**src/lsu_pkg.sv**
```systemverilog
// lsu package: widths, opcodes, exception causes and bus structs of the load/store unit
package lsu_pkg;

  // ----------------------------------------
  // widths
  // ----------------------------------------
  localparam int unsigned XLEN          = 32;
  localparam int unsigned TRANS_ID_BITS = 3;
  localparam int unsigned BE_BITS       = 4;

  // ----------------------------------------
  // opcodes and exception causes
  // ----------------------------------------
  typedef enum logic [3:0] {
    LB,
    LH,
    LW,
    LBU,
    LHU,
    SB,
    SH,
    SW,
    NOP
  } lsu_op_e;

  // riscv mcause encodings
  typedef enum logic [4:0] {
    LD_ADDR_MISALIGNED = 5'd4,
    ST_ADDR_MISALIGNED = 5'd6
  } exc_cause_e;

  // ----------------------------------------
  // structs
  // ----------------------------------------
  // from the issue stage
  typedef struct packed {
    lsu_op_e                  op;
    logic [XLEN-1:0]          operand_a;
    logic [XLEN-1:0]          imm;
    logic [XLEN-1:0]          operand_b;
    logic [TRANS_ID_BITS-1:0] trans_id;
  } lsu_issue_t;

  typedef struct packed {
    logic            valid;
    exc_cause_e      cause;
    logic [XLEN-1:0] tval;
  } exception_t;

  // one buffered request
  typedef struct packed {
    logic                     is_store;
    lsu_op_e                  op;
    logic [XLEN-1:0]          vaddr;
    logic [XLEN-1:0]          wdata;
    logic [BE_BITS-1:0]       be;
    logic [TRANS_ID_BITS-1:0] trans_id;
    exception_t               ex;
  } lsu_ctrl_t;

  typedef struct packed {
    logic               req;
    logic               we;
    logic [XLEN-1:0]    addr;
    logic [BE_BITS-1:0] be;
    logic [XLEN-1:0]    wdata;
  } mem_req_t;

  typedef struct packed {
    logic            rvalid;
    logic [XLEN-1:0] rdata;
  } mem_rsp_t;

  typedef struct packed {
    logic                     valid;
    logic [TRANS_ID_BITS-1:0] trans_id;
    logic [XLEN-1:0]          result;
    exception_t               ex;
  } lsu_result_t;

endpackage

```
**src/lsu_req_buffer.sv**
```systemverilog
// lsu_req_buffer: circular FIFO of requests between the AGU and the load/store units
`timescale 1ns/1ps

module lsu_req_buffer import lsu_pkg::*; #(
  parameter int unsigned BUF_DEPTH = 2
) (
  input  logic      clk_i,
  input  logic      rst_ni,
  input  logic      push_i,
  input  lsu_ctrl_t data_i,
  input  logic      pop_i,
  output lsu_ctrl_t head_o,
  output logic      head_valid_o,
  output logic      ready_o
);

  localparam int unsigned PTR_W = $clog2(BUF_DEPTH);
  localparam int unsigned CNT_W = $clog2(BUF_DEPTH + 1);

  lsu_ctrl_t        mem_q [BUF_DEPTH];
  logic [PTR_W-1:0] wr_ptr_q;
  logic [PTR_W-1:0] rd_ptr_q;
  logic [CNT_W-1:0] count_q;

  assign head_o       = mem_q[rd_ptr_q];
  assign head_valid_o = (count_q != '0);
  assign ready_o      = (count_q != CNT_W'(BUF_DEPTH));

  // ----------------------------------------
  // pointers and fill level
  // ----------------------------------------
  always_ff @(posedge clk_i or negedge rst_ni) begin
    if (!rst_ni) begin
      wr_ptr_q <= '0;
      rd_ptr_q <= '0;
      count_q  <= '0;
    end else begin
      if (push_i) begin
        wr_ptr_q <= (wr_ptr_q == PTR_W'(BUF_DEPTH - 1)) ? '0 : wr_ptr_q + 1'b1;
      end
      if (pop_i) begin
        rd_ptr_q <= (rd_ptr_q == PTR_W'(BUF_DEPTH - 1)) ? '0 : rd_ptr_q + 1'b1;
      end
      count_q <= count_q + CNT_W'(push_i) - CNT_W'(pop_i);
    end
  end

  // storage
  always_ff @(posedge clk_i) begin
    if (push_i) begin
      mem_q[wr_ptr_q] <= data_i;
    end
  end

  // the top must respect ready_o and the units may only consume a valid head
  assert property (@(posedge clk_i) disable iff (!rst_ni) push_i |-> ready_o)
    else $error("lsu_req_buffer: push while full");
  assert property (@(posedge clk_i) disable iff (!rst_ni) pop_i |-> head_valid_o)
    else $error("lsu_req_buffer: pop while empty");

endmodule

```
**config.mk**
```make
export PLATFORM = sky130hd
export DESIGN_NAME = lsu_req_buffer
export DESIGN_NICKNAME = d
export VERILOG_FILES = /design/src/lsu_pkg.sv /design/src/lsu_req_buffer.sv
export SDC_FILE = /design/constraint.sdc
export NUM_CORES = 1
export LEC_CHECK = 0
export ABC_AREA = 1
export BUFFER_PORTS_ARGS = -buffer_cell sky130_fd_sc_hd__buf_2
export CAP_MARGIN = 5
export CORE_MARGIN = 10
export CORE_UTILIZATION = 45
export CTS_BUF_LIST = sky130_fd_sc_hd__clkbuf_16
export CTS_CLUSTER_SIZE = 25
export DETAILED_ROUTE_END_ITERATION = 7
export GPL_TIMING_DRIVEN = 0
export PLACE_DENSITY = 0.7
export SLEW_MARGIN = 20
export SYNTH_ARGS = -nofsm -noshare
export SYNTH_HDL_FRONTEND = slang
export SYNTH_SLANG_ARGS = --single-unit
```
**constraint.sdc**
```tcl
create_clock -name clk_i -period 8.4 [get_ports clk_i]
set_clock_uncertainty 0.05 [all_clocks]
set_input_delay 0.84 -clock clk_i [delete_from_list [all_inputs] [get_ports clk_i]]
set_output_delay 0.84 -clock clk_i [all_outputs]
set_load 0.02 [all_outputs]
```
==> impl_metrics.env <==
export IMPL_status="complete, no violations"
export IMPL_vias=5331
export IMPL_synth_distinct_cells=12
export IMPL_wl_per_cell_um=17.0
export IMPL_clk_pin_slew_ps=60
export IMPL_critPathLaunchType="flip-flop"
export IMPL_drive_gt1_share_pct=33.0
export IMPL_hpwlAfterDp_um=13700
export IMPL_core_sq_um=18800
export IMPL_start_util_pct=45.9
export IMPL_ys_warnings_count=0
export IMPL_crit_slowest_cell="dfrtp_1"
export IMPL_drt_iter0_markers=342
export IMPL_ys_ff_latch=232
export IMPL_grt_setup_unrepaired="false"
export IMPL_drt_wl_total_um=19400
export IMPL_syn_area_per_cell_sq_um=13.9
export IMPL_dr_pass1_iters=4
export IMPL_grt_overflow_total=0
export IMPL_synthesis_area_sq_um=8620
export IMPL_synth_fp_nets=740
export IMPL_post_route_period_util_pct=32.7
export IMPL_nets=1006
export IMPL_grt_max_degree=64
export IMPL_grt_pass1_wl_um=29000
export IMPL_clk_latency_ps=500
export IMPL_htree_levels=1
export IMPL_criticalPathCategory="reg2out"
export IMPL_die_w_um=158
export IMPL_cts_tree="done"
export IMPL_cts_repair_resized=0
export IMPL_drc=0
export IMPL_io_pins=234
export IMPL_power_density_nw_per_um2=360
export IMPL_cts_root_buffer="clkbuf_16"
export IMPL_finalHoldViolCount=0
export IMPL_power_uw=3950
export IMPL_place_congestion=0.760
export IMPL_critPathMaxFanout=10
export IMPL_fin_cells=1139
export IMPL_track_usage_pct=14.9
export IMPL_synthToLayoutAreaGrowth_pct=27.6
export IMPL_clock_fmax_mhz=364
export IMPL_endpoint_kind="primary output"
export IMPL_setup_violations=0
export IMPL_worstPathArrival_ps=1860
export IMPL_fp_dieArea_sq_um=25100
export IMPL_portBuffers=233
export IMPL_die_y_um=158
export IMPL_maxSlewViolCount=0
export IMPL_grt_pass1_vias=5475
export IMPL_slew_headroom_pct=52.2
export IMPL_tightest_slew_ps=715
export IMPL_vdd_ir_drop_max_v=0.000214
export IMPL_ys_seq_area_share_pct=80.6
export IMPL_max_cap_violations=0
export IMPL_post_cts_setup_buffer_count=0
export IMPL_fin_crit_ps=2750
export IMPL_ant_nets=0
export IMPL_required_ps=7510
export IMPL_antenna_found_initial=3
export IMPL_hold_class="in2async"
export IMPL_dp_cells=1093
export IMPL_rows=50
export IMPL_numCtsBuffers=25
export IMPL_crit_chain="buf_2 > buf_2 > o21ai_0 > buf_2"
export IMPL_syn_inst=620
export IMPL_critPathMaxStageDelay_ps=390
export IMPL_leakagePower_uw=0.00475
export IMPL_holdBufCountCts=0
export IMPL_clockBufferDepth=3
export IMPL_clock_sinks=232
export IMPL_path_common_cell="buf_2"
export IMPL_vias_per_cell=4.68
synthesized netlist by cell type, drive strengths merged:
cell | number | area, sq um
ha | 2 | 25.0
nand2 | 122 | 458
o21ai | 114 | 571
buf | 24 | 133
nand3 | 1 | 5.00
clkbuf | 1 | 3.75
inv | 121 | 454
nor2 | 1 | 3.75
edfxtp | 228 | 6850
dfrtp | 4 | 100
xor2 | 2 | 17.5
state kept, by name, summed over array words and instances, names as in the netlist:
register / flops
mem_q: 228
count_q: 2
wr_ptr_q: 1
rd_ptr_q: 1
layer usage:
metal	global-route usage [%]	wire length (um)	vias to the layer above
met5	0	7	-
met4	4.06	435	2
met3	5.53	1900	33
met2	25.4	9430	180
met1	17.2	7620	2482
li1	-	-	2634
per-stage QoR:
stage | hold WS, ps | util (%) | setup TNS, ps | setup slack (ps) | instance area [sq um]
global route | 59.0 | 58.6 | 0 | 5550 | 11000
global placement | 423 | 53.7 | -102520 | -905 | 10100
detailed placement | 492 | 54.6 | 0 | 5930 | 10200
finish | 82.6 | 58.6 | 0 | 5650 | 11000
CTS | 50.2 | 58.5 | 0 | 5620 | 11000
floorplan | 411 | - | 0 | 2110 | 8620
layout by cell type, fill, tap and decap left out, types with 2 or more instances in the layout:
master	count
clkbuf_16	25
clkinv_1	10
xor2_1	2
dfrtp_1	4
nand2_1	122
clkinv_4	2
clkinv_2	4
diode_2	2
ha_1	2
edfxtp_1	228
inv_1	121
buf_16	5
o21ai_0	114
buf_4	5
buf_2	252
area by class of cell:
type	count	area, sq um
antenna	2	5.00
buffer	25	136
clock buffer	25	626
clock inverter	19	116
fill	1505	7770
inverter	121	459
multi-input combinational	242	1090
sequential	232	6950
tap	234	293
timing repair buffer	239	1320
worst max-delay path, delay by kind of cell (launching register included):
family | cells | cell delay (ps)
AO/OA/AOI/OAI | 1 | 280
buffers and inverters | 3 | 680
flip-flops | 1 | 390
worst paths after layout:
kind | from | to | depth (start not counted) | slack (ps)
min in group clk_i | data_i[95] | mem_q[1][95] | 1 | 470
worst max register to register | wr_ptr_q | mem_q[0][55] | 3 | 6570
worst min register to register | wr_ptr_q | wr_ptr_q | 1 | 490
worst min-delay path | rst_ni | count_q[0] | 1 | 80
max in group asynchronous | rst_ni | count_q[1] | 1 | 8100
worst max-delay path | rd_ptr_q | head_o[81] | 4 | 5650
cells by family after synthesis:
family	share of synthesized area, %
AOI/OAI and AO/OA	6.62
xor gates and xnor gates	0.203
adders and majority gates	0.290
DFF	80.6
and+or+nand+nor	5.42
buffers and inverters	6.85
report_power, final:
| part | switching [uW] | internal [uW] | leakage (uW) |
|---|---|---|---|
| clock network | 410 | 569 | 0.000367 |
| logic | 985 | 406 | 0.00220 |
| registers | 49.5 | 1530 | 0.00219 |
Power figures use the tool's default switching activity.
