--- config.mk ---
export PLATFORM = sky130hd
export DESIGN_NAME = lsu_load_unit
export DESIGN_NICKNAME = d
export VERILOG_FILES = /design/src/lsu_pkg.sv /design/src/lsu_load_unit.sv
export SDC_FILE = /design/constraint.sdc
export NUM_CORES = 1
export LEC_CHECK = 0
export BUFFER_PORTS_ARGS = -buffer_cell sky130_fd_sc_hd__buf_2
export CAP_MARGIN = 20
export CORE_AREA = 3 3 114 116
export DETAILED_ROUTE_END_ITERATION = 6
export DIE_AREA = 0 0 117 119
export MAX_ROUTING_LAYER = met4
export PLACE_DENSITY = 0.69
export SLEW_MARGIN = 0
export SYNTH_ARGS = -nofsm -noshare
export SYNTH_HDL_FRONTEND = slang
export SYNTH_SLANG_ARGS = --single-unit
--- constraint.sdc ---
create_clock -name clk_i -period 3.05 [get_ports clk_i]
set_clock_uncertainty 0.2 [all_clocks]
set_input_delay 0.4575 -clock clk_i [delete_from_list [all_inputs] [get_ports clk_i]]
set_output_delay 0.4575 -clock clk_i [all_outputs]
set_load 0.02 [all_outputs]
--- src/lsu_pkg.sv ---
// lsu package: widths, opcodes, exception causes and bus structs of the load/store unit
package lsu_pkg;

  // ----------------------------------------
  // widths
  // ----------------------------------------
  localparam int unsigned XLEN          = 32;
  localparam int unsigned TRANS_ID_BITS = 3;
  localparam int unsigned BE_BITS       = 4;

  // ----------------------------------------
  // opcodes and exception causes
  // ----------------------------------------
  typedef enum logic [3:0] {
    LB,
    LH,
    LW,
    LBU,
    LHU,
    SB,
    SH,
    SW,
    NOP
  } lsu_op_e;

  // riscv mcause encodings
  typedef enum logic [4:0] {
    LD_ADDR_MISALIGNED = 5'd4,
    ST_ADDR_MISALIGNED = 5'd6
  } exc_cause_e;

  // ----------------------------------------
  // structs
  // ----------------------------------------
  // from the issue stage
  typedef struct packed {
    lsu_op_e                  op;
    logic [XLEN-1:0]          operand_a;
    logic [XLEN-1:0]          imm;
    logic [XLEN-1:0]          operand_b;
    logic [TRANS_ID_BITS-1:0] trans_id;
  } lsu_issue_t;

  typedef struct packed {
    logic            valid;
    exc_cause_e      cause;
    logic [XLEN-1:0] tval;
  } exception_t;

  // one buffered request
  typedef struct packed {
    logic                     is_store;
    lsu_op_e                  op;
    logic [XLEN-1:0]          vaddr;
    logic [XLEN-1:0]          wdata;
    logic [BE_BITS-1:0]       be;
    logic [TRANS_ID_BITS-1:0] trans_id;
    exception_t               ex;
  } lsu_ctrl_t;

  typedef struct packed {
    logic               req;
    logic               we;
    logic [XLEN-1:0]    addr;
    logic [BE_BITS-1:0] be;
    logic [XLEN-1:0]    wdata;
  } mem_req_t;

  typedef struct packed {
    logic            rvalid;
    logic [XLEN-1:0] rdata;
  } mem_rsp_t;

  typedef struct packed {
    logic                     valid;
    logic [TRANS_ID_BITS-1:0] trans_id;
    logic [XLEN-1:0]          result;
    exception_t               ex;
  } lsu_result_t;

endpackage

--- src/lsu_load_unit.sv ---
// lsu_load_unit: issues memory reads for the buffer head and extends the returned data
`timescale 1ns/1ps

module lsu_load_unit import lsu_pkg::*; (
  input  logic        clk_i,
  input  logic        rst_ni,
  input  lsu_ctrl_t   head_i,
  input  logic        head_valid_i,
  output logic        busy_o,
  output logic        pop_ld_o,
  output mem_req_t    mem_req_o,
  input  mem_rsp_t    mem_rsp_i,
  output lsu_result_t result_o
);

  typedef enum logic {
    IDLE,
    WAIT_RSP
  } state_e;

  state_e                   state_q;
  logic                     issue_rd;
  logic                     ex_pop;
  logic                     rsp_done;
  // pending request
  lsu_op_e                  op_q;
  logic [1:0]               offset_q;
  logic [TRANS_ID_BITS-1:0] trans_id_q;
  // result register
  logic                     res_valid_q;
  logic [TRANS_ID_BITS-1:0] res_id_q;
  logic [XLEN-1:0]          res_data_q;
  exception_t               res_ex_q;
  logic [XLEN-1:0]          rshift;
  logic [XLEN-1:0]          ld_data;

  assign busy_o   = (state_q != IDLE);
  assign pop_ld_o = (state_q == IDLE) && head_valid_i && !head_i.is_store;
  assign ex_pop   = pop_ld_o && head_i.ex.valid;
  assign issue_rd = pop_ld_o && !head_i.ex.valid;
  assign rsp_done = (state_q == WAIT_RSP) && mem_rsp_i.rvalid;

  // word read, the memory returns the full word
  always_comb begin
    mem_req_o      = '0;
    mem_req_o.req  = issue_rd;
    mem_req_o.addr = {head_i.vaddr[XLEN-1:2], 2'b00};
    mem_req_o.be   = head_i.be;
  end

  // ----------------------------------------
  // byte select and extension
  // ----------------------------------------
  assign rshift = mem_rsp_i.rdata >> {offset_q, 3'b000};

  always_comb begin
    case (op_q)
      LB:      ld_data = {{(XLEN-8){rshift[7]}}, rshift[7:0]};
      LBU:     ld_data = {{(XLEN-8){1'b0}}, rshift[7:0]};
      LH:      ld_data = {{(XLEN-16){rshift[15]}}, rshift[15:0]};
      LHU:     ld_data = {{(XLEN-16){1'b0}}, rshift[15:0]};
      default: ld_data = mem_rsp_i.rdata;
    endcase
  end

  always_ff @(posedge clk_i or negedge rst_ni) begin
    if (!rst_ni) begin
      state_q     <= IDLE;
      res_valid_q <= 1'b0;
    end else begin
      res_valid_q <= ex_pop || rsp_done;
      case (state_q)
        IDLE:     if (issue_rd) state_q <= WAIT_RSP;
        WAIT_RSP: if (mem_rsp_i.rvalid) state_q <= IDLE;
        default:  state_q <= IDLE;
      endcase
    end
  end

  always_ff @(posedge clk_i) begin
    if (issue_rd) begin
      op_q       <= head_i.op;
      offset_q   <= head_i.vaddr[1:0];
      trans_id_q <= head_i.trans_id;
    end
    if (ex_pop) begin
      res_id_q   <= head_i.trans_id;
      res_data_q <= '0;
      res_ex_q   <= head_i.ex;
    end else if (rsp_done) begin
      res_id_q   <= trans_id_q;
      res_data_q <= ld_data;
      res_ex_q   <= '0;
    end
  end

  always_comb begin
    result_o.valid    = res_valid_q;
    result_o.trans_id = res_id_q;
    result_o.result   = res_data_q;
    result_o.ex       = res_ex_q;
  end

  // memory must only answer a read that was issued
  assert property (@(posedge clk_i) disable iff (!rst_ni)
                   (state_q == IDLE) |-> !mem_rsp_i.rvalid)
    else $error("lsu_load_unit: rvalid without pending read");

endmodule

==> metrics.csv <==
metric,value,unit
die_y,119,um
antenna_left,0,
synth_warnings,0,
nFillCells,1203,
min_path_type,in2reg,
clkTransAtPathRegs,0.06,ns
slowest_stage,dfrtp_1,
end_kind,output pin,
outcome,completed,
cts_buffers,9,
critical_path.cell_chain,inv_1 > nand3_1 > inv_1 > buf_4 > buf_2,
yosysSeqAreaShare,53.1,%
place.gp.congestion,0.870,
overflow,0,
power.density,601,mW/mm^2
min_to,op_q[2]$_DFFE_PP_,
wl,11700,um
setup_viol,0,
min_from,head_i[111],
die_w,117,um
dp_hpwl,8910,um
grt_first_pass_wirelength,17000,um
htreeDepth,3,
path_buf_inv,4,
nNetsFinal,663,
cts_tree,done,
clk_latency,0.34,ns
clockRootBuffer,clkbuf_16,
p_leak,2.36,nW
ys_ff_latch,84,
rows,40,
cts.repair.resized,0,
dp.cells,648,
final_hold_viol_count,0,
worstPathMaxFanout,38,
fin_cells,665,
drive_gt1_share,37.6,%
cts_max_path_buffers,2,
ff2ff_setup_slack,0.83,ns
grt_pass1_vias,3217,
period_minus_slack,2.24,ns
maxCapViolCount,0,
rr_worst_depth,8,
area_growth,19.6,%
synth.avg_cell_area,10.5,um^2
drc,0,
synthCells,393,
path_class,reg2out,
reg2reg_to,result_o[37]$_SDFFCE_PN0P_,
synth_cell_types,38,
multi_input_area,0.00139,mm^2
clock_sinks,84,
rsz0062_at_grt,false,
arrival,1.58,ns
cpPeakStageDelay,0.40,ns
coreArea,0.0120,mm^2
crit_start,busy_o$_DFF_PN0_,
worstPathRequired,2.39,ns
die_area,0.0139,mm^2
post_drt_wl_per_cell,17.5,um
drt_pass1_iterations,4,
critPathMostFrequentCell,inv_1,
diodes,0,
synth-edff-count,50,
slew_headroom,50.2,%
async_flop_share,2.38,%
synth-main-ff-cell,edfxtp_1,
vias,3336,
vdd_ir_drop_max,0.214,mV
path_delay_family,buffers and inverters,
max_freq,0.447,GHz
regArea,0.00219,mm^2
track_usage,16.3,%
r2r-start,busy_o$_DFF_PN0_,
drv_slew,0,
drtIter0Drc,236,
initial_core_util,34.4,%
antenna_found_initial,0,
drt-vias-per-instance,5.02,
grt_max_degree,43,
hold_depth,1,
cp-start-kind,flip-flop,
fin_crit_sh,73.4,%
syn_area,0.00413,mm^2
io_pins,296,
tightest_slew,0.745,ns
io_buffers,160,
tns,0,ns
## synthesized netlist by cell type, drive strengths merged (2+ instances only)
library cell | n | area, um^2
buf | 78 | 586
edfxtp | 50 | 1500
a21oi | 43 | 215
and3 | 37 | 231
o21ai | 34 | 170
dfxtp | 32 | 641
clkbuf | 19 | 71.3
nand2 | 15 | 56.3
nor2 | 12 | 45.0
nand3 | 10 | 50.1
mux2i | 9 | 90.1
nor3 | 8 | 70.1
o22ai | 8 | 50.1
a221o | 6 | 60.1
o2bb2ai | 6 | 52.6
inv | 5 | 18.8
nand3b | 3 | 22.5
dfrtp | 2 | 50.1
## metal layers
metal / wire, um / vias to the layer above / GRT usage, %
met4: 429 / 0 / 9.03
li1: - / 1554 / -
met2: 5980 / 176 / 28.6
met1: 4180 / 1564 / 16.2
met5: 0 / - / -
met3: 1060 / 42 / 4.17
## through the flow
stage	setup WS, ns	total power, mW	hold slack [ns]	instance area (um^2)	util, %
6_report	0.811	2.97	0.0930	4940	41.1
5_1_grt	0.621	3.10	0.0881	4940	41.1
3_3_place_gp	0.691	2.01	0.0540	4670	38.9
4_1_cts	0.803	3.01	0.0812	4940	41.1
2_1_floorplan	0.597	1.87	-0.0381	4260	-
3_5_place_dp	0.661	2.02	0.0518	4670	38.9
## flip-flops by register name (all words and copies together) (netlist names)
| name | flops |
|---|---|
| result_o | 38 |
| res_data_q | 32 |
| op_q | 4 |
| res_id_q | 3 |
| trans_id_q | 3 |
| offset_q | 2 |
| busy_o | 1 |
| res_valid_q | 1 |
## area by class of cell
class / count / area share, %
clock buffer: 11 / 4.71
clock inverter: 5 / 0.608
tap: 147 / 3.72
multi-input combinational: 241 / 28.1
inverter: 5 / 0.380
sequential: 84 / 44.4
timing repair buffer: 172 / 18.1
## where the power goes
group          internal (mW)  total, mW  leakage (nW)  switching [mW]
sequential              1.33       1.39         0.788          0.0619
clock                  0.547      0.977         0.125           0.429
combinational          0.202      0.599          1.45           0.397
total                   2.08       2.97          2.36           0.888
## kinds of logic after synthesis
family                    Yosys count  synth area share (%)
AOI/OAI and AO/OA                 102                  14.3
buffers and inverters             102                  16.4
and+or+nand+nor                    92                  12.8
DFF                                84                  53.1
muxes                              11                  3.09
xor gates and xnor gates            1                 0.212
other                               1                0.0908
## worst reg2reg max path, stage by stage, from the launching register on
cell and delay (ns):
dfrtp_1 0.40, inv_1 0.08, nand3_1 0.13, inv_1 0.10, nand2_1 0.07, inv_1 0.15
nor2_1 0.17, inv_1 0.08, buf_4 0.45
## worst max path at each step
| stage | cells after the start | slack, ns | endpoint |
|---|---|---|---|
| finish | 5 | 0.81 | pop_ld_o |
| global route | 8 | 0.62 | result_o[21]$_SDFFCE_PN0P_ |
| CTS | 5 | 0.80 | pop_ld_o |
| detailed placement | 9 | 0.66 | result_o[28]$_SDFFCE_PN0P_ |
| global placement | 9 | 0.69 | result_o[34]$_SDFFCE_PN0P_ |
| floorplan | 7 | 0.60 | res_id_q[0]$_DFFE_PP_ |
## timing repair
| action | CTS | global route |
|---|---|---|
| hold endpoints to repair | 2 | 0 |
| setup buffers | 0 | 0 |
| hold buffers | 1 | 0 |
## layout by cell type, fill, tap and decap left out, types with 2 or more instances in the layout
cell	count
clkbuf_16	9
and3_1	37
clkinvlp_4	2
dfxtp_1	32
nor3_1	2
edfxtp_1	50
mux2i_1	9
buf_4	11
nand3_1	10
a21oi_1	43
dfrtp_1	2
nor3_2	6
nand3b_1	3
o2bb2ai_1	6
nor2_1	12
clkinv_2	3
a221o_1	6
o21ai_0	34
clkbuf_1	2
inv_1	5
o22ai_1	8
buf_2	160
conb_1	35
nand2_1	15
Note: power is estimated with default switching activity, not from simulation.
