`src/lsu_pkg.sv`:
```
// lsu package: widths, opcodes, exception causes and bus structs of the load/store unit
package lsu_pkg;

  // ----------------------------------------
  // widths
  // ----------------------------------------
  localparam int unsigned XLEN          = 32;
  localparam int unsigned TRANS_ID_BITS = 3;
  localparam int unsigned BE_BITS       = 4;

  // ----------------------------------------
  // opcodes and exception causes
  // ----------------------------------------
  typedef enum logic [3:0] {
    LB,
    LH,
    LW,
    LBU,
    LHU,
    SB,
    SH,
    SW,
    NOP
  } lsu_op_e;

  // riscv mcause encodings
  typedef enum logic [4:0] {
    LD_ADDR_MISALIGNED = 5'd4,
    ST_ADDR_MISALIGNED = 5'd6
  } exc_cause_e;

  // ----------------------------------------
  // structs
  // ----------------------------------------
  // from the issue stage
  typedef struct packed {
    lsu_op_e                  op;
    logic [XLEN-1:0]          operand_a;
    logic [XLEN-1:0]          imm;
    logic [XLEN-1:0]          operand_b;
    logic [TRANS_ID_BITS-1:0] trans_id;
  } lsu_issue_t;

  typedef struct packed {
    logic            valid;
    exc_cause_e      cause;
    logic [XLEN-1:0] tval;
  } exception_t;

  // one buffered request
  typedef struct packed {
    logic                     is_store;
    lsu_op_e                  op;
    logic [XLEN-1:0]          vaddr;
    logic [XLEN-1:0]          wdata;
    logic [BE_BITS-1:0]       be;
    logic [TRANS_ID_BITS-1:0] trans_id;
    exception_t               ex;
  } lsu_ctrl_t;

  typedef struct packed {
    logic               req;
    logic               we;
    logic [XLEN-1:0]    addr;
    logic [BE_BITS-1:0] be;
    logic [XLEN-1:0]    wdata;
  } mem_req_t;

  typedef struct packed {
    logic            rvalid;
    logic [XLEN-1:0] rdata;
  } mem_rsp_t;

  typedef struct packed {
    logic                     valid;
    logic [TRANS_ID_BITS-1:0] trans_id;
    logic [XLEN-1:0]          result;
    exception_t               ex;
  } lsu_result_t;

endpackage

```
`src/lsu_store_unit.sv`:
```
// lsu_store_unit: writes store heads to memory and reports their completion
`timescale 1ns/1ps

module lsu_store_unit import lsu_pkg::*; (
  input  logic        clk_i,
  input  logic        rst_ni,
  input  lsu_ctrl_t   head_i,
  input  logic        head_valid_i,
  input  logic        ld_busy_i,
  output logic        pop_st_o,
  output mem_req_t    mem_req_o,
  output lsu_result_t result_o
);

  logic                     res_valid_q;
  logic [TRANS_ID_BITS-1:0] res_id_q;
  exception_t               res_ex_q;

  // wait behind an outstanding load to keep order
  assign pop_st_o = head_valid_i && head_i.is_store && !ld_busy_i;

  // ----------------------------------------
  // memory write
  // ----------------------------------------
  always_comb begin
    mem_req_o.req   = pop_st_o && !head_i.ex.valid;
    mem_req_o.we    = 1'b1;
    mem_req_o.addr  = {head_i.vaddr[XLEN-1:2], 2'b00};
    mem_req_o.be    = head_i.be;
    mem_req_o.wdata = head_i.wdata;
  end

  // ----------------------------------------
  // completion
  // ----------------------------------------
  always_ff @(posedge clk_i or negedge rst_ni) begin
    if (!rst_ni) begin
      res_valid_q <= 1'b0;
    end else begin
      res_valid_q <= pop_st_o;
    end
  end

  always_ff @(posedge clk_i) begin
    if (pop_st_o) begin
      res_id_q <= head_i.trans_id;
      res_ex_q <= head_i.ex;
    end
  end

  // stores return no data
  always_comb begin
    result_o.valid    = res_valid_q;
    result_o.trans_id = res_id_q;
    result_o.result   = '0;
    result_o.ex       = res_ex_q;
  end

endmodule

```
`config.mk`:
```
export PLATFORM = sky130hd
export DESIGN_NAME = lsu_store_unit
export DESIGN_NICKNAME = d
export VERILOG_FILES = /design/src/lsu_pkg.sv /design/src/lsu_store_unit.sv
export SDC_FILE = /design/constraint.sdc
export NUM_CORES = 1
export LEC_CHECK = 0
export ABC_AREA = 1
export ABC_CLOCK_PERIOD_IN_PS = 5200
export BUFFER_PORTS_ARGS = -buffer_cell sky130_fd_sc_hd__buf_2
export CELL_PAD_IN_SITES_DETAIL_PLACEMENT = 0
export CELL_PAD_IN_SITES_GLOBAL_PLACEMENT = 1
export CORE_MARGIN = 8
export CORE_UTILIZATION = 21
export DETAILED_ROUTE_END_ITERATION = 6
export PLACE_DENSITY_LB_ADDON = 0.1
export SLEW_MARGIN = 20
export SYNTH_ARGS = -nofsm -noshare
export SYNTH_HDL_FRONTEND = slang
export SYNTH_SLANG_ARGS = --single-unit
```
`constraint.sdc`:
```
create_clock -name clk_i -period 5.2 [get_ports clk_i]
set_input_delay 1.56 -clock clk_i [delete_from_list [all_inputs] [get_ports clk_i]]
set_output_delay 1.56 -clock clk_i [all_outputs]
set_load 0.02 [all_outputs]
```
==> results.rst, run 1 <==
.. list-table::
   :header-rows: 1

   * - Metric
     - Value
   * - Global-route met3 utilization
     - ~3.8%
   * - Number of antenna cells inserted
     - 0
   * - Final number of hold-violating endpoints
     - 0
   * - Setup TNS Final
     - 0 ns
   * - TritonCTS clock tree
     - built
   * - Highest cell delay on the worst timing path
     - 0.20 ns
   * - Crit share post-route
     - 70.1%
   * - Post-synthesis sequential area ratio
     - 61.4%
   * - Highest achievable clock rate
     - between 200 and 300 MHz
   * - Library cell used as clock root buffer
     - clkbuf_8
   * - Initial core utilization
     - 21.2%
   * - Category of the critical setup timing path
     - in2out
   * - Hold bufs inserted after CTS
     - 0
   * - Number of inserted filler cells in the final layout
     - 1,083
   * - Library cells used by synthesis
     - 7
   * - Highest ir drop seen on vdd
     - between 80 and 90 uV
   * - Post-synthesis instance area
     - slightly above 2000 um2
   * - Die extent in x
     - 115 um
   * - Detail Placement HPWL
     - 4.29 mm
   * - Met2 usage in global routing
     - between 10% and 20%
   * - Congestion Overflow GR
     - 0
   * - Number of nets with antenna violations after routing
     - 0
   * - I/O pins
     - 263
   * - Buffering stage count on the worst path with inverters included
     - 2
   * - Core region area
     - 9640 um2
   * - Type of the most critical hold path
     - in2async
   * - Overall routing resource usage
     - around 7.6%
   * - Share of final-layout standard cells stronger than drive strength 1
     - 55.6%
   * - Synthesis warning total
     - 0
   * - CTS HTree Levels
     - 2
   * - Routed wire per std cell
     - 16.9 um
   * - Most frequent CP cell
     - buf_2
   * - Length of the first detailed-routing pass in iterations
     - 4
   * - Clock Tree Buf Depth
     - 2
   * - Crit path setup slack, layout
     - between 1.5 and 2 ns
   * - Met1 Use GR
     - 7.72%
   * - Number of global-route vias before repair
     - 1,118
   * - RePlAce Congestion
     - 0.674
   * - Crit path cell chain
     - buf_2 > nand2_1 > nor2_4 > buf_2
   * - Highest-count cells in the layout ignoring fill and taps
     - buf_2 (89), edfxtp_1 (41), conb_1 (35), clkbuf_8 (5), clkinv_2 (2)
   * - Standard cell with the maximum stage delay on the critical path
     - buf_2
   * - Outcome
     - finished, final reports clean
   * - Number of buffers added by the clock tree synthesis step
     - 5
   * - Pin count of the biggest net entering global routing
     - 43
   * - Vias per cell
     - 3.26
   * - Via count of the routed design
     - 1,015
   * - Most common cell after layout, fill and taps aside
     - buf_2
   * - Max transition margin
     - 62.6%
   * - Category of the worst setup path launch point
     - primary input
   * - Kind of cell with the highest combined delay on the critical path
     - buffers and inverters
   * - Setup repair after global routing missed its margin
     - false
   * - Initial antenna violation count
     - 0
   * - Initial DRC Count
     - between 40 and 50
   * - Pwr per Cell Area
     - between 300 and 400 nW/um2
   * - Total of endpoints with negative setup slack in the final report
     - 0
   * - Slew at the pin closest to its max-slew limit
     - 0.561 ns
   * - Row Count
     - 36
   * - Avg Cell Area, Syn
     - 13.7 um2
   * - Maximum Capacitance Violations
     - 0
   * - Clock period minus worst slack
     - 3.65 ns
   * - Number of instances in the synthesized netlist
     - approximately 150
   * - Clock slew at the register clock pins of the worst setup and hold paths
     - around 0.08 ns
   * - Number of gates resized after CTS
     - 0
   * - WL final
     - 5.27 mm
   * - DR DRC count
     - 0
   * - Net total in the final layout
     - around 300
   * - Largest fanout of any net on the critical path
     - 2
   * - Crit path capture type
     - primary output
   * - Number of buffers added on ports
     - 89
   * - Arrival time at the worst endpoint
     - about 2.1 ns
   * - Count of state elements after synthesis
     - 42
   * - Pre-CTS setup slack
     - 1.50 ns
   * - Req. time, crit path
     - 3.64 ns
   * - LEAKAGE
     - ~0.91 nW
   * - Area overhead of the layout relative to synthesis
     - 3.30%
   * - Wire length of the first global-routing pass
     - between 7 and 8 mm
   * - Most Crowded Layer GR
     - met2
   * - Die Span Y
     - between 100 and 150 um
   * - Sinks on the clock net
     - 42
   * - DIE AREA
     - around 13,000 um2
   * - Slew Limit Fails
     - 0
   * - Number of buffers inserted by post-CTS setup repair
     - 0
==> where the power goes <==
| group | switching (mW) | internal, mW |
|---|---|---|
| Combinational | 0.0622 | 0.0226 |
| Sequential | 0.00305 | 0.389 |
| Clock | 0.110 | 0.0932 |
==> through the flow <==
stage | hold WS [ns] | utilization (%) | total power [mW] | std cells | area (um2)
after global placement | 1.34 | 21.1 | 0.484 | 303 | 2030
final | 1.04 | 21.9 | 0.680 | 311 | 2110
after global routing | 1.02 | 21.9 | 0.714 | 311 | 2110
after detailed placement | 1.34 | 21.1 | 0.485 | 303 | 2030
after floorplan | 1.26 | - | 0.543 | 182 | 2170
after CTS | 1.02 | 21.9 | 0.695 | 311 | 2110
==> path summary, 6_finish.rpt <==
path	from	to	cells past startpoint
max in group asynchronous	rst_ni	res_valid_q	1
worst max-delay path	head_valid_i	pop_st_o	4
min in group clk_i	head_i[35]	result_o[35]	1
worst min-delay path	rst_ni	res_valid_q	1
==> layer usage <==
| metal | wire, um | part of all wire (%) |
|---|---|---|
| met4 | 401 | 7.6 |
| met5 | 0 | 0 |
| met2 | 2280 | 43 |
| met1 | 1880 | 36 |
| met3 | 700 | 13 |
==> state kept, by name (all words and copies together), names as in the netlist <==
signal and flops:
result_o 38, res_id_q 3, res_valid_q 1
==> logic make-up (layout without fill, tap and decap cells) <==
group | Yosys count | in the layout | share of synthesized area, %
flops | 42 | 42 | 61.4
other cells | 2 | 35 | 0.367
buf+inv | 102 | 98 | 37.4
simple gates | 3 | 3 | 0.855
==> synth_stat cells <==
cell / instances / area share, %
edfxtp_1: 41 / 60
nor3_2: 1 / 0.49
buf_4: 102 / 37
nor2_1: 1 / 0.18
conb_1: 2 / 0.37
nand2_1: 1 / 0.18
dfrtp_1: 1 / 1.2
==> final cells by class <==
class                      instances  area [um2]  share of cell area (%)
clock buffer                       6        72.6                    3.43
tap                              133         166                    7.87
multi-input combinational         38         156                    7.40
clock inverter                     2        10.0                   0.473
timing repair buffer              90         453                    21.4
sequential                        42        1260                    59.4
Note: power is estimated with default switching activity, not from simulation.
==> run 2: changes to the inputs <==
--- a/config.mk
+++ b/config.mk
@@ -6,12 +6,12 @@
 export NUM_CORES = 1
 export LEC_CHECK = 0
 export ABC_AREA = 1
-export ABC_CLOCK_PERIOD_IN_PS = 5200
+export ABC_CLOCK_PERIOD_IN_PS = 3300
 export BUFFER_PORTS_ARGS = -buffer_cell sky130_fd_sc_hd__buf_2
 export CELL_PAD_IN_SITES_DETAIL_PLACEMENT = 0
 export CELL_PAD_IN_SITES_GLOBAL_PLACEMENT = 1
 export CORE_MARGIN = 8
-export CORE_UTILIZATION = 21
+export CORE_UTILIZATION = 19
 export DETAILED_ROUTE_END_ITERATION = 6
 export PLACE_DENSITY_LB_ADDON = 0.1
 export SLEW_MARGIN = 20
==> constraint.sdc (replaced) <==
create_clock -name clk_i -period 3.3 [get_ports clk_i]
set_input_delay 0.99 -clock clk_i [delete_from_list [all_inputs] [get_ports clk_i]]
set_output_delay 0.99 -clock clk_i [all_outputs]
set_load 0.02 [all_outputs]
==> run 2 against run 1 <==
  * Setup slack got worse by 0.70 ns
  * Combinational power increased by 56%
  * Sequential share of layout area is 0.59 points lower
  * Sequential cell count unchanged
  * Critical endpoint is now mem_req_o[69]
==> results.rst, run 2 (synthesized netlist as in run 1, its figures left out) <==
.. list-table::
   :header-rows: 1

   * - Metric
     - Value
   * - Final cell utilization of the core
     - 20.0% (-2.0 points)
   * - Total of endpoints with negative setup slack in the final report
     - 0 (unchanged)
   * - Number of nets with antenna violations after routing
     - 0 (unchanged)
   * - Type of the most critical hold path
     - in2async
   * - Footprint of the multi-input gates
     - 156 um2 (unchanged)
   * - LEAKAGE
     - 0.917 nW (+0.25%)
   * - Sequential Area
     - 1260 um2 (unchanged)
   * - Core region area
     - 10,700 um2 (+11%)
   * - Overall routing resource usage
     - 7.02% (-0.55 points)
   * - Area of all placed cells without fillers
     - 2140 um2 (+1.0%)
   * - Highest cell delay on the worst timing path
     - 0.18 ns (-0.02 ns)
   * - Placed standard-cell area
     - 2040 um2 (+0.43%)
   * - Number of gates resized after CTS
     - 0 (unchanged)
   * - Number of buffers added by the clock tree synthesis step
     - 5 (unchanged)
   * - I/O pins
     - 263 (unchanged)
   * - Setup TNS Final
     - 0 ns (unchanged)
   * - Highest achievable clock rate
     - 410 MHz
   * - Highest-count cells in the layout ignoring fill and taps
     - buf_2 (89), edfxtp_1 (41), conb_1 (35), clkbuf_8 (6)
   * - Max reg flops
     - 38 (unchanged)
   * - Max transition margin
     - 63.3% (+0.67 points)
   * - Net total in the final layout
     - 295 (unchanged)
   * - Die Span Y
     - 120 um (+4.4%)
   * - Crit path cell chain
     - buf_2 > nand2_1 > nor3_2 > buf_2
   * - Slew Limit Fails
     - 0 (unchanged)
   * - Crit share post-route
     - 74.0%
   * - WL final
     - 5.38 mm (+2.1%)
   * - Category of the worst setup path launch point
     - primary input
   * - Outcome
     - finished, final reports clean
   * - Length of the first detailed-routing pass in iterations
     - 4 (unchanged)
   * - Number of inserted filler cells in the final layout
     - 1,206 (+11%)
   * - Crit path capture type
     - primary output
   * - TritonCTS clock tree
     - built
   * - Largest fanout of any net on the critical path
     - 2 (unchanged)
   * - Category of the critical setup timing path
     - in2out
   * - Number of antenna cells inserted
     - 0 (unchanged)
   * - Slew at the pin closest to its max-slew limit
     - 0.551 ns (-0.0100 ns)
   * - Library cell used as clock root buffer
     - clkbuf_8
   * - Die extent in x
     - 120 um (+4.4%)
   * - DIE AREA
     - 14,400 um2 (+9.0%)
   * - Maximum Capacitance Violations
     - 0 (unchanged)
   * - Number of global-route vias before repair
     - 1,201 (+7.4%)
   * - CTS HTree Levels
     - 2 (unchanged)
   * - Arrival time at the worst endpoint
     - 1.45 ns (-0.64 ns)
   * - Most frequent CP cell
     - buf_2
   * - Via count of the routed design
     - 1,003 (-1.2%)
   * - Vias per cell
     - 3.15 (-3.4%)
   * - Initial DRC Count
     - 39 (-4.9%)
   * - Standard cell with the maximum stage delay on the critical path
     - buf_2
   * - Initial antenna violation count
     - 0 (unchanged)
   * - Clock period minus worst slack
     - 2.44 ns
   * - Buffering stage count on the worst path with inverters included
     - 2 (unchanged)
   * - Setup repair after global routing missed its margin
     - false
   * - Share of final-layout standard cells stronger than drive strength 1
     - 56.2% (+0.56 points)
   * - Launching instance or port of the critical path
     - head_i[113]
   * - Clock Tree Buf Depth
     - 2 (unchanged)
   * - RePlAce Congestion
     - 0.678 (+0.58%)
   * - Hold bufs inserted after CTS
     - 0 (unchanged)
   * - Area overhead of the layout relative to synthesis
     - 4.34%
   * - Pwr per Cell Area
     - 513 nW/um2 (+60%)
   * - Wire length of the first global-routing pass
     - 7.45 mm (+3.8%)
   * - Clock slew at the register clock pins of the worst setup and hold paths
     - 0.09 ns (about the same)
   * - Final number of hold-violating endpoints
     - 0 (unchanged)
   * - Congestion Overflow GR
     - 0 (unchanged)
   * - Detail Placement HPWL
     - 4.46 mm (+3.9%)
   * - DR DRC count
     - 0 (unchanged)
   * - Pin count of the biggest net entering global routing
     - 43 (unchanged)
   * - Highest ir drop seen on vdd
     - 138 uV (+61%)
   * - Number of buffers added on ports
     - 89 (unchanged)
   * - Req. time, crit path
     - 2.31 ns (-1.33 ns)
   * - Number of buffers inserted by post-CTS setup repair
     - 0 (unchanged)
   * - Most common cell after layout, fill and taps aside
     - buf_2
   * - Kind of cell with the highest combined delay on the critical path
     - buffers and inverters
   * - Sinks on the clock net
     - 42 (unchanged)
   * - Routed wire per std cell
     - 16.9 um (-0.14%)
   * - Initial core utilization
     - 19.1% (-2.1 points)
   * - Row Count
     - 38 (+5.6%)
run 2: cell count changes in the layout (fill, tap and decap cells not counted), sizes merged:
| cell | previous run | this run |
|---|---|---|
| clkinv | 2 | 1 |
| clkinvlp | 0 | 1 |
run 2: cell type report:
class | instances | area share [%]
Clock inverter | 2 | 0.586
Multi-Input combinational cell | 38 | 7.32
Tap cell | 140 | 8.20
Sequential cell | 42 | 58.8
Timing Repair Buffer | 90 | 21.2
Clock buffer | 6 | 3.87
run 2: path summary, 6_finish.rpt:
check                                 to  slack (ns)  cells after the start
min                          res_valid_q        0.45                      1
min in group clk_i           result_o[7]        0.87                      1
max                        mem_req_o[69]        0.86                      4
max in group asynchronous    res_valid_q        2.76                      1
run 2: per-layer routing:
layer / part of all wire, % / GRT usage [%]
met4: 4.1 / 4.92
met1: 33 / 6.37
met2: 50 / 11.6
met3: 13 / 4.13
met5: 0 / 0
run 2: stage by stage:
step,worst slack [ns],hold WS (ns),instances,power (mW)
floorplan,0.00503,0.694,182,0.855
global placement,0.850,0.766,310,0.764
detailed placement,0.858,0.768,310,0.764
CTS,0.853,0.436,318,1.12
global route,0.811,0.432,318,1.15
finish,0.858,0.454,318,1.10
run 2: report_power, final:
group | switching, mW | internal [mW] | total (mW)
sequential | 0.00604 | 0.613 | 0.619
clock | 0.176 | 0.168 | 0.344
combinational | 0.0968 | 0.0356 | 0.132
==> run 3: changes to the inputs <==
--- a/config.mk
+++ b/config.mk
@@ -6,7 +6,7 @@
 export NUM_CORES = 1
 export LEC_CHECK = 0
 export ABC_AREA = 1
-export ABC_CLOCK_PERIOD_IN_PS = 3300
+export ABC_CLOCK_PERIOD_IN_PS = 2100
 export BUFFER_PORTS_ARGS = -buffer_cell sky130_fd_sc_hd__buf_2
 export CELL_PAD_IN_SITES_DETAIL_PLACEMENT = 0
 export CELL_PAD_IN_SITES_GLOBAL_PLACEMENT = 1
==> constraint.sdc (replaced) <==
create_clock -name clk_i -period 2.1 [get_ports clk_i]
set_input_delay 0.63 -clock clk_i [delete_from_list [all_inputs] [get_ports clk_i]]
set_output_delay 0.63 -clock clk_i [all_outputs]
set_load 0.02 [all_outputs]
==> run 3 against run 2 <==
  * Core utilization increased by 0.16 points
  * Die area is the same
  * Sequential cell count unchanged
  * Critical endpoint is now pop_st_o
  * Largest cell class unchanged
==> results.rst, run 3 (synthesized netlist as in run 1, its figures left out) <==
.. list-table::
   :header-rows: 1

   * - Metric
     - Value
   * - Outcome
     - finished, final reports clean
   * - Number of global-route vias before repair
     - 1,185 (-1.3%)
   * - Number of gates resized after CTS
     - 0 (unchanged)
   * - Wire length of the first global-routing pass
     - 7.56 mm (+1.5%)
   * - Share of final-layout standard cells stronger than drive strength 1
     - 56.2% (unchanged)
   * - Highest ir drop seen on vdd
     - 231 uV (+67%)
   * - Initial core utilization
     - 19.1% (unchanged)
   * - Number of antenna cells inserted
     - 0 (unchanged)
   * - Largest fanout of any net on the critical path
     - 2 (unchanged)
   * - Die extent in x
     - 120 um (unchanged)
   * - Setup repair after global routing missed its margin
     - false
   * - Via count of the routed design
     - 979 (-2.4%)
   * - Setup TNS Final
     - 0 ns (unchanged)
   * - DR DRC count
     - 0 (unchanged)
   * - I/O pins
     - 263 (unchanged)
   * - Post-route met1 wirelength
     - 1.75 mm (-1.9%)
   * - Crit path capture type
     - primary output
   * - Detail Placement HPWL
     - 4.41 mm (-1.2%)
   * - Sinks on the clock net
     - 42 (unchanged)
   * - Number of buffers inserted by post-CTS setup repair
     - 0 (unchanged)
   * - Standard cell with the maximum stage delay on the critical path
     - buf_2
   * - CTS HTree Levels
     - 2 (unchanged)
   * - RePlAce Congestion
     - 0.644 (-5.1%)
   * - Launching instance or port of the critical path
     - head_valid_i
   * - Number of buffers added by the clock tree synthesis step
     - 5 (unchanged)
   * - Kind of cell with the highest combined delay on the critical path
     - buffers and inverters
   * - Vias per cell
     - 3.08 (-2.4%)
   * - Area overhead of the layout relative to synthesis
     - 5.20%
   * - Detailed-routed wire length on met2
     - 2.62 mm (-1.7%)
   * - Final number of hold-violating endpoints
     - 0 (unchanged)
   * - Congestion Overflow GR
     - 0 (unchanged)
   * - Max transition margin
     - 64.3% (+1.0 points)
   * - Clock period minus worst slack
     - 1.75 ns
   * - Total of endpoints with negative setup slack in the final report
     - 0 (unchanged)
   * - Most frequent CP cell
     - buf_2
   * - Final Hold Slack
     - 0.0863 ns (-0.368 ns)
   * - Row Count
     - 38 (unchanged)
   * - Arrival time at the worst endpoint
     - 1.12 ns (-0.33 ns)
   * - Library cell used as clock root buffer
     - clkbuf_8
   * - Slew at the pin closest to its max-slew limit
     - 0.536 ns (-0.0150 ns)
   * - Highest-count cells in the layout ignoring fill and taps
     - buf_2 (89), edfxtp_1 (41), conb_1 (35), clkbuf_8 (5)
   * - Highest cell delay on the worst timing path
     - 0.19 ns (about the same)
   * - Hold bufs inserted after CTS
     - 0 (unchanged)
   * - Die Span Y
     - 120 um (unchanged)
   * - Length of the first detailed-routing pass in iterations
     - 2 (-2)
   * - Crit share post-route
     - 83.5%
   * - Type of the most critical hold path
     - in2async
   * - Pwr per Cell Area
     - 850 nW/um2 (+66%)
   * - Core region area
     - 10,700 um2 (unchanged)
   * - TritonCTS clock tree
     - built
   * - DIE AREA
     - 14,400 um2 (unchanged)
   * - Crit path cell chain
     - buf_2 > nand2_1 > nor2_4 > buf_2
   * - Net total in the final layout
     - 295 (unchanged)
   * - Buffering stage count on the worst path with inverters included
     - 2 (unchanged)
   * - Number of nets with antenna violations after routing
     - 0 (unchanged)
   * - Overall routing resource usage
     - 7.05% (+0.022 points)
   * - Category of the worst setup path launch point
     - primary input
   * - Maximum Capacitance Violations
     - 0 (unchanged)
   * - WL final
     - 5.26 mm (-2.1%)
   * - Clock slew at the register clock pins of the worst setup and hold paths
     - 0.09 ns (about the same)
   * - Max reg flops
     - 38 (unchanged)
   * - Clock Tree Buf Depth
     - 2 (unchanged)
   * - Slew Limit Fails
     - 0 (unchanged)
   * - Most common cell after layout, fill and taps aside
     - buf_2
   * - Top layer used by detailed routing
     - met4
   * - Pin count of the biggest net entering global routing
     - 43 (unchanged)
   * - Req. time, crit path
     - 1.47 ns (-0.84 ns)
   * - Highest achievable clock rate
     - roughly 570 MHz
   * - Initial antenna violation count
     - 0 (unchanged)
   * - LEAKAGE
     - 0.928 nW (+1.2%)
   * - Initial DRC Count
     - 13 (-67%)
   * - Routed wire per std cell
     - 16.6 um (-2.1%)
   * - Number of buffers added on ports
     - 89 (unchanged)
   * - Category of the critical setup timing path
     - in2out
   * - Met3 Routed Length
     - 648 um (-8.6%)
run 3: cell types whose count changed in the layout (fill, tap and decap cells not counted), sizes merged:
cell	change
bufinv	+1
clkbuf	-1
clkinvlp	-1
inv	+1
run 3: through the flow:
| step | area (um2) | std cells | util (%) | power, mW | setup slack (ns) |
|---|---|---|---|---|---|
| floorplan | 2180 | 182 | - | 1.34 | 0.0104 |
| global placement | 2040 | 310 | 19.1 | 1.20 | 0.301 |
| detailed placement | 2040 | 310 | 19.1 | 1.20 | 0.264 |
| CTS | 2150 | 318 | 20.1 | 1.88 | 0.316 |
| global route | 2150 | 318 | 20.1 | 1.92 | 0.303 |
| finish | 2150 | 318 | 20.1 | 1.83 | 0.347 |
run 3: report_power, final:
group	switching, mW	internal [mW]	total, mW
Sequential	0.00900	0.963	0.972
Combinational	0.153	0.0559	0.209
Clock	0.294	0.357	0.651
run 3: final cells by class:
class                           count  area [um2]
Clock inverter                      3        43.8
Multi-Input combinational cell     38         156
Sequential cell                    42        1260
Clock buffer                        5        68.8
Tap cell                          140         175
Fill cell                        1186        8540
Timing Repair Buffer               90         453
run 3: final timing paths:
| kind | to | slack [ns] | cells past startpoint |
|---|---|---|---|
| min in group clk_i | result_o[14] | 0.50 | 1 |
| setup / recovery | pop_st_o | 0.35 | 4 |
| max in group asynchronous | res_valid_q | 1.93 | 1 |
| hold / removal | res_valid_q | 0.09 | 1 |
run 3: metal layers:
metal / GRT usage [%] / vias up
met3: 3.76 / 44
met5: 0 / -
met4: 5.31 / 0
met2: 11.7 / 111
met1: 6.46 / 417
li1: - / 407
